`src/common/cache_pkg.sv`:
```
package cache_pkg;

    localparam int tag_w      = 5;
    localparam int index_w    = 8;
    localparam int offset_w   = 3;
    localparam int word_w     = 16;
    localparam int line_words = 4;

    typedef struct packed {
        logic [tag_w-1:0]    tag;
        logic [index_w-1:0]  index;
        logic [offset_w-1:0] offset;
    } addr_fields_t;

    // the same address word, seen whole by memory or split by the cache.
    typedef union packed {
        logic [tag_w+index_w+offset_w-1:0] raw;
        addr_fields_t                      fields;
    } cache_addr_t;

    typedef struct packed {
        logic              rd;
        logic              wr;
        cache_addr_t       addr;
        logic [word_w-1:0] wdata;
    } cpu_req_t;

    typedef struct packed {
        logic              done;
        logic              stall;
        logic              hit;
        logic [word_w-1:0] rdata;
    } cpu_resp_t;

    typedef struct packed {
        logic              rd;
        logic              wr;
        cache_addr_t       addr;
        logic [word_w-1:0] wdata;
    } mem_req_t;

    typedef struct packed {
        logic                enable;
        logic                comp;
        logic                write;
        logic                valid_in;
        logic [index_w-1:0]  index;
        logic [offset_w-1:0] offset;
        logic [tag_w-1:0]    tag;
        logic [word_w-1:0]   wdata;
    } way_cmd_t;

    typedef struct packed {
        logic              hit;
        logic              dirty;
        logic              valid;
        logic [tag_w-1:0]  tag;
        logic [word_w-1:0] rdata;
    } way_stat_t;

    typedef enum logic [3:0] {
        st_idle,
        st_comp,
        st_wb0,
        st_wb1,
        st_wb2,
        st_wb3,
        st_fill0,
        st_fill1,
        st_fill2,
        st_fill3,
        st_fill4,
        st_fill5,
        st_done
    } ctrl_state_t;

endpackage
```
`src/cache/cache_ctrl.sv`:
```
module cache_ctrl import cache_pkg::*; (
    input  logic              clk,
    input  logic              rst_n,
    input  cpu_req_t          req,
    output cpu_resp_t         resp,
    output way_cmd_t          cmd0,
    output way_cmd_t          cmd1,
    input  way_stat_t         stat0,
    input  way_stat_t         stat1,
    output mem_req_t          mem_req,
    input  logic [word_w-1:0] mem_rdata
);

    ctrl_state_t           state;
    ctrl_state_t           state_nxt;
    cpu_req_t              req_q;
    logic                  victim_q;
    logic                  victim_sel;
    logic [2**index_w-1:0] lru; // a set bit means way 1 was used last.
    logic [word_w-1:0]     rdata_q;
    way_cmd_t              cmd;
    way_stat_t             sel_stat;
    way_stat_t             vstat;
    logic                  en_both;
    logic                  en_victim;
    logic                  fill_rd;
    logic                  fill_wr;
    logic                  done;
    logic                  stall;
    logic                  accept;
    logic [index_w-1:0]    set_idx;
    logic [1:0]            req_word;
    logic [1:0]            wb_word;
    logic [1:0]            rd_word;
    logic [1:0]            wr_word;

    assign set_idx  = req_q.addr.fields.index;
    assign req_word = req_q.addr.fields.offset[2:1];
    assign wb_word  = 2'(state - st_wb0);
    assign rd_word  = 2'(state - st_fill0);
    assign wr_word  = 2'(state - st_fill2); // way writes trail the memory reads by two cycles.
    assign fill_rd  = state inside {st_fill0, st_fill1, st_fill2, st_fill3};
    assign fill_wr  = state inside {st_fill2, st_fill3, st_fill4, st_fill5};

    assign done   = (state == st_done) || (state == st_fill5);
    assign stall  = (state != st_idle) && !done;
    assign accept = (req.rd | req.wr) & ~stall;

    assign resp.done  = done;
    assign resp.stall = stall;
    assign resp.hit   = (state == st_done); // only a hit ends in the done state.
    // the last line word arrives from memory in the same cycle as done.
    assign resp.rdata = (state == st_fill5 && req_word == 2'd3) ? mem_rdata : rdata_q;

    // hitting way first, then an empty way, then the older one.
    always_comb begin
        if (stat0.hit)
            victim_sel = 1'b0;
        else if (stat1.hit)
            victim_sel = 1'b1;
        else if (!stat0.valid)
            victim_sel = 1'b0;
        else if (!stat1.valid)
            victim_sel = 1'b1;
        else
            victim_sel = ~lru[set_idx];
    end

    assign sel_stat = victim_sel ? stat1 : stat0;
    assign vstat    = victim_q ? stat1 : stat0;

    always_comb begin
        state_nxt  = state;
        cmd        = '0;
        cmd.index  = set_idx;
        cmd.tag    = req_q.addr.fields.tag;
        cmd.offset = req_q.addr.fields.offset;
        cmd.wdata  = req_q.wdata;
        en_both    = 1'b0;
        en_victim  = 1'b0;
        mem_req    = '0;
        case (state)
            st_idle, st_done: begin
                state_nxt = accept ? st_comp : st_idle;
            end
            st_comp: begin
                en_both   = 1'b1;
                cmd.comp  = 1'b1;
                cmd.write = req_q.wr; // a write hit lands here and marks the line dirty.
                if (stat0.hit | stat1.hit)
                    state_nxt = st_done;
                else if (sel_stat.valid & sel_stat.dirty)
                    state_nxt = st_wb0;
                else
                    state_nxt = st_fill0;
            end
            st_wb0, st_wb1, st_wb2, st_wb3: begin
                en_victim                 = 1'b1;
                cmd.offset                = {wb_word, 1'b0};
                mem_req.wr                = 1'b1;
                mem_req.addr.fields.tag    = vstat.tag;
                mem_req.addr.fields.index  = set_idx;
                mem_req.addr.fields.offset = {wb_word, 1'b0};
                mem_req.wdata             = vstat.rdata;
                state_nxt                 = ctrl_state_t'(state + 4'd1);
            end
            st_fill0, st_fill1, st_fill2, st_fill3, st_fill4: begin
                state_nxt = ctrl_state_t'(state + 4'd1);
            end
            st_fill5: begin
                // on a write the last word goes in as a compare write, which sets dirty.
                cmd.comp  = req_q.wr;
                state_nxt = accept ? st_comp : st_idle;
            end
            default: begin
                state_nxt = st_idle;
            end
        endcase

        if (fill_rd) begin
            mem_req.rd                 = 1'b1;
            mem_req.addr.fields.tag    = req_q.addr.fields.tag;
            mem_req.addr.fields.index  = set_idx;
            mem_req.addr.fields.offset = {rd_word, 1'b0};
        end
        if (fill_wr) begin
            en_victim    = 1'b1;
            cmd.write    = 1'b1;
            cmd.valid_in = 1'b1;
            cmd.offset   = {wr_word, 1'b0};
            cmd.wdata    = (req_q.wr && wr_word == req_word) ? req_q.wdata : mem_rdata;
        end

        cmd0        = cmd;
        cmd0.enable = en_both | (en_victim & ~victim_q);
        cmd1        = cmd;
        cmd1.enable = en_both | (en_victim & victim_q);
    end

    always_ff @(posedge clk or negedge rst_n) begin
        if (!rst_n) begin
            state    <= st_idle;
            victim_q <= 1'b0;
            lru      <= '0;
        end else begin
            state <= state_nxt;
            if (state == st_comp)
                victim_q <= victim_sel;
            if (done)
                lru[set_idx] <= victim_q; // the way just used becomes the recent one.
        end
    end

    always_ff @(posedge clk) begin
        if (accept)
            req_q <= req;
        if (state == st_comp)
            rdata_q <= sel_stat.rdata;
        else if (fill_wr && wr_word == req_word)
            rdata_q <= mem_rdata;
    end

endmodule

```
`config.mk`:
```
export PLATFORM = sky130hd
export DESIGN_NAME = cache_ctrl
export DESIGN_NICKNAME = d
export VERILOG_FILES = /design/src/common/cache_pkg.sv /design/src/cache/cache_ctrl.sv
export SDC_FILE = /design/constraint.sdc
export NUM_CORES = 1
export LEC_CHECK = 0
export ABC_AREA = 1
export BUFFER_PORTS_ARGS = -buffer_cell sky130_fd_sc_hd__buf_2
export CAP_MARGIN = 20
export CORE_UTILIZATION = 25
export CTS_CLUSTER_SIZE = 30
export DETAILED_ROUTE_END_ITERATION = 6
export GPL_ROUTABILITY_DRIVEN = 0
export PLACE_DENSITY_LB_ADDON = 0.2
export SLEW_MARGIN = 20
export SYNTH_ARGS = -nofsm -noshare
export SYNTH_HDL_FRONTEND = slang
export SYNTH_SLANG_ARGS = --single-unit
```
`constraint.sdc`:
```
create_clock -name clk -period 3.1 [get_ports clk]
set_clock_uncertainty 0.05 [all_clocks]
set_input_delay 0.155 -clock clk [delete_from_list [all_inputs] [get_ports clk]]
set_output_delay 0.155 -clock clk [all_outputs]
set_load 0.02 [all_outputs]
```
; ---- After elaboration in Yosys (flattened, before gate mapping)
; Cells that the tools add are included.
[totals]
word_cells = 84
output_inout_bits = 125
regBits = 310
in_bits = 100
[op_classes]
order_cmp = 2
muxes = 31
n_reduce_logical = 15
bitwise_logic = 11
n_eq_ne = 14
addsub = 4
[op_table]
columns = cell, n
row1 = $bwmux 256, 1
row2 = $mux 16, 6
row3 = $mux 33, 1
row4 = $mux 23, 1
row5 = $mux 21, 1
row6 = $eq 4x4->1 const B, 5
row7 = $eq 4x3->1 const B, 4
row8 = $mux 1, 12
row9 = $pmux 4 s3, 1
row10 = $reduce_bool 4->1, 3
row11 = $lt 8x9->1 const B, 1
row12 = $mux 3, 3
row13 = $reduce_or 9->1, 1
row14 = $bmux 1 s8, 1
row15 = $demux 1 s8, 1
row16 = $eq 4x2->1 const B, 2
row17 = $ge 8x1->1 const B, 1
row18 = $logic_and 1x1->1, 5
row19 = $add 4x1->4 const B, 1
row20 = $and 1x1->1, 4
row21 = $eq 4x1->1 const B, 1
row22 = $logic_not 4->1, 1
row23 = $mux 4, 1
row24 = $or 1x1->1, 4
row25 = 12 further kinds, 15

; ---- Logic depth before layout (Yosys ltp)
; Gate-level depths: netlist of the first run.
[logic_depth]
ltp_word = 12
mapped_depth = 24
mapped_depth_nobuf = 20

; ---- Worst setup path after synthesis of the first run
; OpenSTA, ideal clock, no wires.
[synth_timing]
kind = register to register
from = register state[1]
to = register req_q (netlist bit cmd0[16]), enable pin
path_slack_ns = -0.119
stages_incl_launch_ff = 11
t_required_ns = 2.662
synth_period_minus_slack_ns = 3.219
path_buffers = 2
arrival_time_ns = 2.781
setup_ns = 0.388
path_cell_list = dfrtp_1 inv_1 ha_1 inv_1 nor3_1 inv_1 nand2_1 clkbuf_1 clkbuf_1 o22ai_1 inv_1
[synth_lines]
columns = element, line_no
row1 = "start, declared", cache_ctrl.sv:14  ; ctrl_state_t state;
row2 = "start signal, assigned", cache_ctrl.sv:142  ; state <= st_idle;
row3 = "start signal, assigned", cache_ctrl.sv:146  ; state <= state_nxt;
row4 = "end signal, assigned", cache_ctrl.sv:156  ; req_q <= req;
row5 = "end, declared", cache_ctrl.sv:16  ; cpu_req_t req_q;

; ---- Final worst setup path of the first run
[layout_timing]
from = register req_q (netlist bit cmd0[24])
to = register rdata_q[11] (data pin)
[layout_via]
elab_chain_len = 9
[layout_lines]
columns = element, line_no
row1 = $bmux 1 s8, cache_ctrl.sv:66  ; victim_sel = ~lru[set_idx];
row2 = $mux 1 (implied by the code), cache_ctrl.sv:66
row3 = $not 1->1, cache_ctrl.sv:66
row4 = $mux 1, cache_ctrl.sv:63  ; else if (!stat1.valid)
row5 = $mux 1, cache_ctrl.sv:61  ; else if (!stat0.valid)
row6 = $mux 1, cache_ctrl.sv:59  ; else if (stat1.hit)
row7 = $mux 1, cache_ctrl.sv:57  ; if (stat0.hit)
row8 = $mux 23, cache_ctrl.sv:69  ; assign sel_stat = victim_sel ? stat1 : stat0;
row9 = $mux 16, cache_ctrl.sv:157  ; if (state == st_comp)
row10 = "end signal, assigned", cache_ctrl.sv:158  ; rdata_q <= sel_stat.rdata;
row11 = "end signal, assigned", cache_ctrl.sv:160  ; rdata_q <= mem_rdata;
row12 = "end, declared", cache_ctrl.sv:20  ; logic [word_w-1:0] rdata_q;
; No other way between the ends. The select of a mux whose other input is x is not followed.
; A chain may end at the register's enable or synchronous reset.

==> metrics, run 1 <==
status finished, final reports clean; Seq pwr share a little under a third; initial antenna violation count 1; register area share after synthesis ~47%; worst path cell trace buf_12 -> buf_4 -> nor2_4 -> buf_12 -> nand2_1 -> nand4_1 -> nand2_1 -> nand2_2 -> nor2_4 -> nor2_1 -> nor2_1 -> nand2_1 -> nand2_1 -> nand2_2 -> o21ai_4 -> nand2_2 -> nand2_4 -> buf_12 -> nand3_1 -> nand3_1 -> nand2_1; worst hold margin roughly 32 ps; Mapped Area between 15000 and 20000 um2; Crit Path Max Fanout 19; Top FF cell, synth dfrtp_1; R2R setup slack between 100 and 150 ps; Initial Utilization 25.23%; WL/cell between 15 and 20 um; H-Tree Level Count 2; final setup fails 0; HPWL Detailed ~43000 um; # Max-Cap Violations 0; Worst setup EP type flop; Slew HR between 40% and 50%; Yosys top cell area share just under 40%; largest cells by area after synthesis dfrtp_1 (39%), nand2_1 (22%), edfxtp_1 (8.7%); total negative slack 0 ps; maximum vdd drop ~0.35 mV; Final ANT Viol Nets 0; Net Sw Frac between 40 and 50%; clock sink count 310; Clock Tree Root clkbuf_16; ant diodes 0; critical path required time 3350 ps; count leader, synth nand2_1; P_sw a little under 0.007 W; Int Pwr about 0.0090 W; Fin. Hold Viols 0; vias per inst ~4.7; IO buf count around 220; async set-reset flop share out of synthesis 84.19%; Slowest cell on crit path edfxtp_1; PwrDens approximately 730 nW/um2; hold crit path type in -> reg; syn_area_per_cell around 7 um2; total number of vias around 17000; worst skew pair latency ~560 ps; hold depth 5; vias in the first global route ~16000; drc violations 0; worst-margin pin slew around 800 ps; Syn Inst Count roughly 2400; crit path kind reg -> reg; fraction of layout cells with a size suffix above 1 16.40%; combinational share of power roughly two fifths; die span in y approximately 260 um; Worst path max stage delay 440 ps; largest net degree at the start of global routing 101; YS warnings 0; die area 68810 um2; R2R cell count 21; Final period util a little over nine tenths; Syn-to-layout area delta 27.71%; grt total ovfl 0; Synth Net Count 2485; Top cell by count, worst path nand2_1; clock share of power roughly 28%; WL final roughly 64000 um; Worst-path clk slew approximately 60 ps; #FFs+latches synth 310; RSZ-0062 raised after global routing yes; gr usage total 18.17%; Tot Pwr 0.01577 W; drt initial violations around 1400; area of the core 67160 um2; nets between 2000 and 3000; TritonCTS clock tree done; DRT Pass-1 Iters 5; Achievable Freq about 0.34 GHz; critical path arrival 3220 ps; Num CTS Buffers 39; Top Ports around 230; Yosys top cell by area dfrtp_1; Post-synth EDFFs roughly 50; global-route wire length before repair 98560 um; CTS Buffer Depth 3; crit path launch type flop; Tmin final 2977 ps; Synth top cells by count nand2_1 (986), o21ai_0 (276), nand3_1 (265); # rows between 90 and 100; die width 262.3 um; Leak Pwr about 10 nW; Synth cell types 32; Slew Limit Fails 0
-- registers in the layout (all words and copies together) (netlist names) --
register and flops:
state 4, cmd0 13, rdata_q 16, lru 256, req_q 20, victim_q 1
-- path summary, 6_finish.rpt --
kind	startpoint	to
max reg2reg	cmd0[24]	rdata_q[11]
max in group asynchronous	rst_n	lru[164]
min	stat1[15]	rdata_q[15]
min reg2reg	lru[36]	lru[36]
max	cmd0[24]	rdata_q[11]
min in group asynchronous	rst_n	lru[172]
-- placed cells by master (no fill, tap or decap), types with 45 or more instances in the layout --
cell | Yosys | final
nor2_1 | 163 | 151
buf_2 | 24 | 222
dlygate4sd3_1 | 0 | 82
dfrtp_1 | 261 | 261
nand3_1 | 265 | 265
clkbuf_16 | 0 | 45
o21ai_0 | 276 | 274
nand2_1 | 986 | 961
buf_4 | 55 | 75
edfxtp_1 | 49 | 49
inv_1 | 96 | 93
-- cell families (layout without fill, tap and decap cells) --
kind of cell | Yosys count | after routing | synth area share (%)
buf+inv | 302 | 591 | 8.323
fa+ha+maj | 4 | 4 | 0.2954
flops | 310 | 310 | 47.23
xor+xnor | 4 | 4 | 0.2068
compound gates | 336 | 336 | 10.18
simple gates | 1424 | 1424 | 33.73
other cells | 1 | 1 | 0.02213
-- final cells by class --
cell class	instances	area, um2
fill	7231	45520
sequential	310	8003
multi-input combinational	1769	7672
timing repair buffer	418	3242
clock buffer	62	1122
tap	873	1092
inverter	104	426.7
clock inverter	6	73.82
timing repair inverter	1	5.005
-- power by group through the flow --
stage	Combinational [W]	Sequential, W	Clock [W]
3_5_place_dp	0.00607	0.00491	0
6_report	0.00648	0.00486	0.00444
5_1_grt	0.00692	0.00489	0.00471
2_1_floorplan	0.00380	0.00480	0
3_3_place_gp	0.00606	0.00491	0
4_1_cts	0.00621	0.00485	0.00456
-- per-layer routing --
metal	vias up	wire [um]	global-route usage (%)
met4	0	1618	5.278
met5	-	0	0
li1	8136	-	-
met1	7984	30320	25.64
met3	99	3158	2.446
met2	483	29280	28.87
-- worst max-delay path, delay by kind of cell, from the launching register on --
kind | cells | cell delay [ps]
DFF | 1 | 440
and+or+nand+nor | 16 | 1380
buffers and inverters | 4 | 600
AOI/OAI and AO/OA | 1 | 210
-- metrics by stage --
stage	util [%]	instance area, um2	std cells	setup slack, ps
after CTS	31.65	21260	3529	27.92
after global routing	32.22	21640	3543	-51.28
after floorplan	-	16950	2381	141.4
after global placement	28.51	19150	3373	-169.0
final	32.22	21640	3543	123.0
after detailed placement	28.51	19150	3373	-159.6
-- timing repair --
action / in CTS / in global routing
hold buffers: 82 / 0
setup endpoints to repair: 18 / 38
pin swaps: 1 / 26
buffers inserted: 6 / 7
gates cloned: 0 / 7
gates resized for setup: 6 / 55
endpoints found under the hold margin: 138 / 0
Power figures use the tool's default switching activity.
==> run 2, diff against run 1 <==
Settings changed: PLACE_DENSITY set to 0.46, PLACE_DENSITY_LB_ADDON 0.2 to not set.
==> run 2 against run 1 <==
  * Setup slack worse by 25 ps
  * Critical path type unchanged
  * Non-clock buffer count is 2 lower
  * Total power is 0.21% higher
  * Wire length is 0.63% lower
  * Largest cell class unchanged
==> metrics, run 2 (synthesis gave the netlist of run 1 again) <==
Slowest cell on crit path edfxtp_1; # rows 95; Clock Tree Root clkbuf_16; worst path cell trace inv_1 -> nor2_1 -> buf_12 -> nand2_1 -> nand2_1 -> nor2_2 -> nor2_1 -> nor2_1 -> nand2_1 -> nand2_1 -> nand2_2 -> o21ai_4 -> nand2_2 -> nand2_4 -> buf_12 -> nand3_1 -> nand3_1 -> nand2_1; Finished Cell Area 21590 um2; commonest non-fill, non-tap cell in the layout nand2_1; most flop-heavy register lru; die span in y around 260 um; worst skew pair latency 580 ps; pre-CTS setup slack -52.75 ps; global-route wire length before repair around 100000 um; DRT Pass-1 Iters 5; Slew Limit Fails 0; Worst setup EP type flop; WL final 63980 um; area of the core between 60000 and 70000 um2; fraction of layout cells with a size suffix above 1 15.94%; initial antenna violation count 1; Syn-to-layout area delta 27.44%; most frequent cells in the layout nand2_1 (974), o21ai_0 (273), nand3_1 (262); maximum vdd drop 0.3616 mV; Final period util between 90% and 100%; HPWL Detailed approximately 41000 um; drt initial violations around 1500; grt total ovfl 0; total negative slack 0 ps; Initial Utilization around a quarter; die area around 69000 um2; vias per inst ~4.7; die width approximately 260 um; total number of vias 16820; TritonCTS clock tree done; dpl cell area around 19000 um2; status finished, final reports clean; Worst-path clk slew 60 ps; Worst path top cell family by delay simple AND/OR/NAND/NOR gates; Tot Pwr approximately 0.016 W; PwrDens 731.9 nW/um2; largest net degree at the start of global routing about 150; Slew HR 46.04%; Tmin final roughly 3000 ps; WL/cell between 15 and 20 um; worst path bufs/invs 3; clock sink count 310; hold crit path type in -> reg; final setup fails 0; Leak Pwr between 10 and 15 nW; nets 2747; # Max-Cap Violations 0; worst-margin pin slew about 800 ps; critical path arrival between 3000 and 4000 ps; ant diodes 0; worst hold margin ~0.23 ps; Final ANT Viol Nets 0; Top cell by count, worst path nand2_1; Worst path max stage delay 550 ps; crit path launch type flop; Fin. Hold Viols 0; Top Ports about 230; Num CTS Buffers 39; drc violations 0; critical path required time approximately 3400 ps; crit path kind reg -> reg; Crit Path Max Fanout 17; Achievable Freq approximately 0.33 GHz; gr usage total between 10% and 20%; CTS Buffer Depth 3; Top Registers lru x256, req_q x20, rdata_q x16; Final Worst Setup Slack 97.75 ps; number of flip-flops in the largest register 256; vias in the first global route roughly 16000; IO buf count between 200 and 250; H-Tree Level Count 2
-- run 2: cell types whose count changed in the layout (fill, tap and decap cells not counted), sizes merged --
cell,delta
buf,-3
clkinvlp,+1
clkbuf,-8
dlygate4sd3,+3
clkinv,+10
inv,-1
-- run 2: final timing paths --
kind | startpoint | to | slack [ps] | cells after the start
max in group asynchronous | rst_n | lru[135] | 2080 | 3
worst min-delay path | stat1[13] | rdata_q[13] | 0.2 | 5
min in group asynchronous | rst_n | lru[190] | 60 | 2
worst min register to register | lru[36] | lru[36] | 430 | 2
worst max-delay path | cmd0[26] | rdata_q[10] | 100 | 18
worst max register to register | cmd0[26] | rdata_q[10] | 100 | 18
-- run 2: metal layers --
metal / routed length [um] / global-route usage, % / vias up
met5: 13 / 0 / -
met4: 1990 / 6.598 / 2
met3: 3552 / 2.783 / 127
met2: 29230 / 28.39 / 556
met1: 29200 / 25.11 / 8004
li1: - / - / 8135
-- run 2: worst register-to-register path: stages (launching register included) --
cell and delay [ps]:
edfxtp_1 550, inv_1 190, nor2_1 100, buf_12 180
nand2_1 110, nand2_1 170, nor2_2 220, nor2_1 60
nor2_1 100, nand2_1 60, nand2_1 60, nand2_2 70
o21ai_4 180, nand2_2 90, nand2_4 140, buf_12 140
nand3_1 70, nand3_1 130, nand2_1 60
-- run 2: report_power, final --
group	internal, W	switching [W]
combinational	0.00180	0.00468
clock	0.00259	0.00188
sequential	0.00458	0.000275
total	0.00897	0.00683
-- run 2: what timing repair did --
item                                    4_1_cts  5_1_grt
hold buffers                                 85        0
pin swaps                                     0       21
endpoints found under the setup margin       21       45
cloned                                        1        6
resized for setup                             5       41
buffers inserted                              4        6
endpoints found under the hold margin       314        0
-- run 2: layout make-up --
type / count / area (um2)
inverter: 104 / 424.2
timing repair buffer: 416 / 3176
fill: 7213 / 45570
timing repair inverter: 3 / 22.52
multi-input combinational: 1769 / 7640
clock inverter: 14 / 113.9
clock buffer: 56 / 1120
tap: 873 / 1092
sequential: 310 / 8003
-- run 2: through the flow --
| stage | instances | util (%) |
|---|---|---|
| final | 3545 | 32.15 |
| after global placement | 3373 | 28.44 |
| after detailed placement | 3373 | 28.44 |
| after floorplan | 2381 | - |
| after global routing | 3545 | 32.15 |
| after CTS | 3533 | 31.62 |
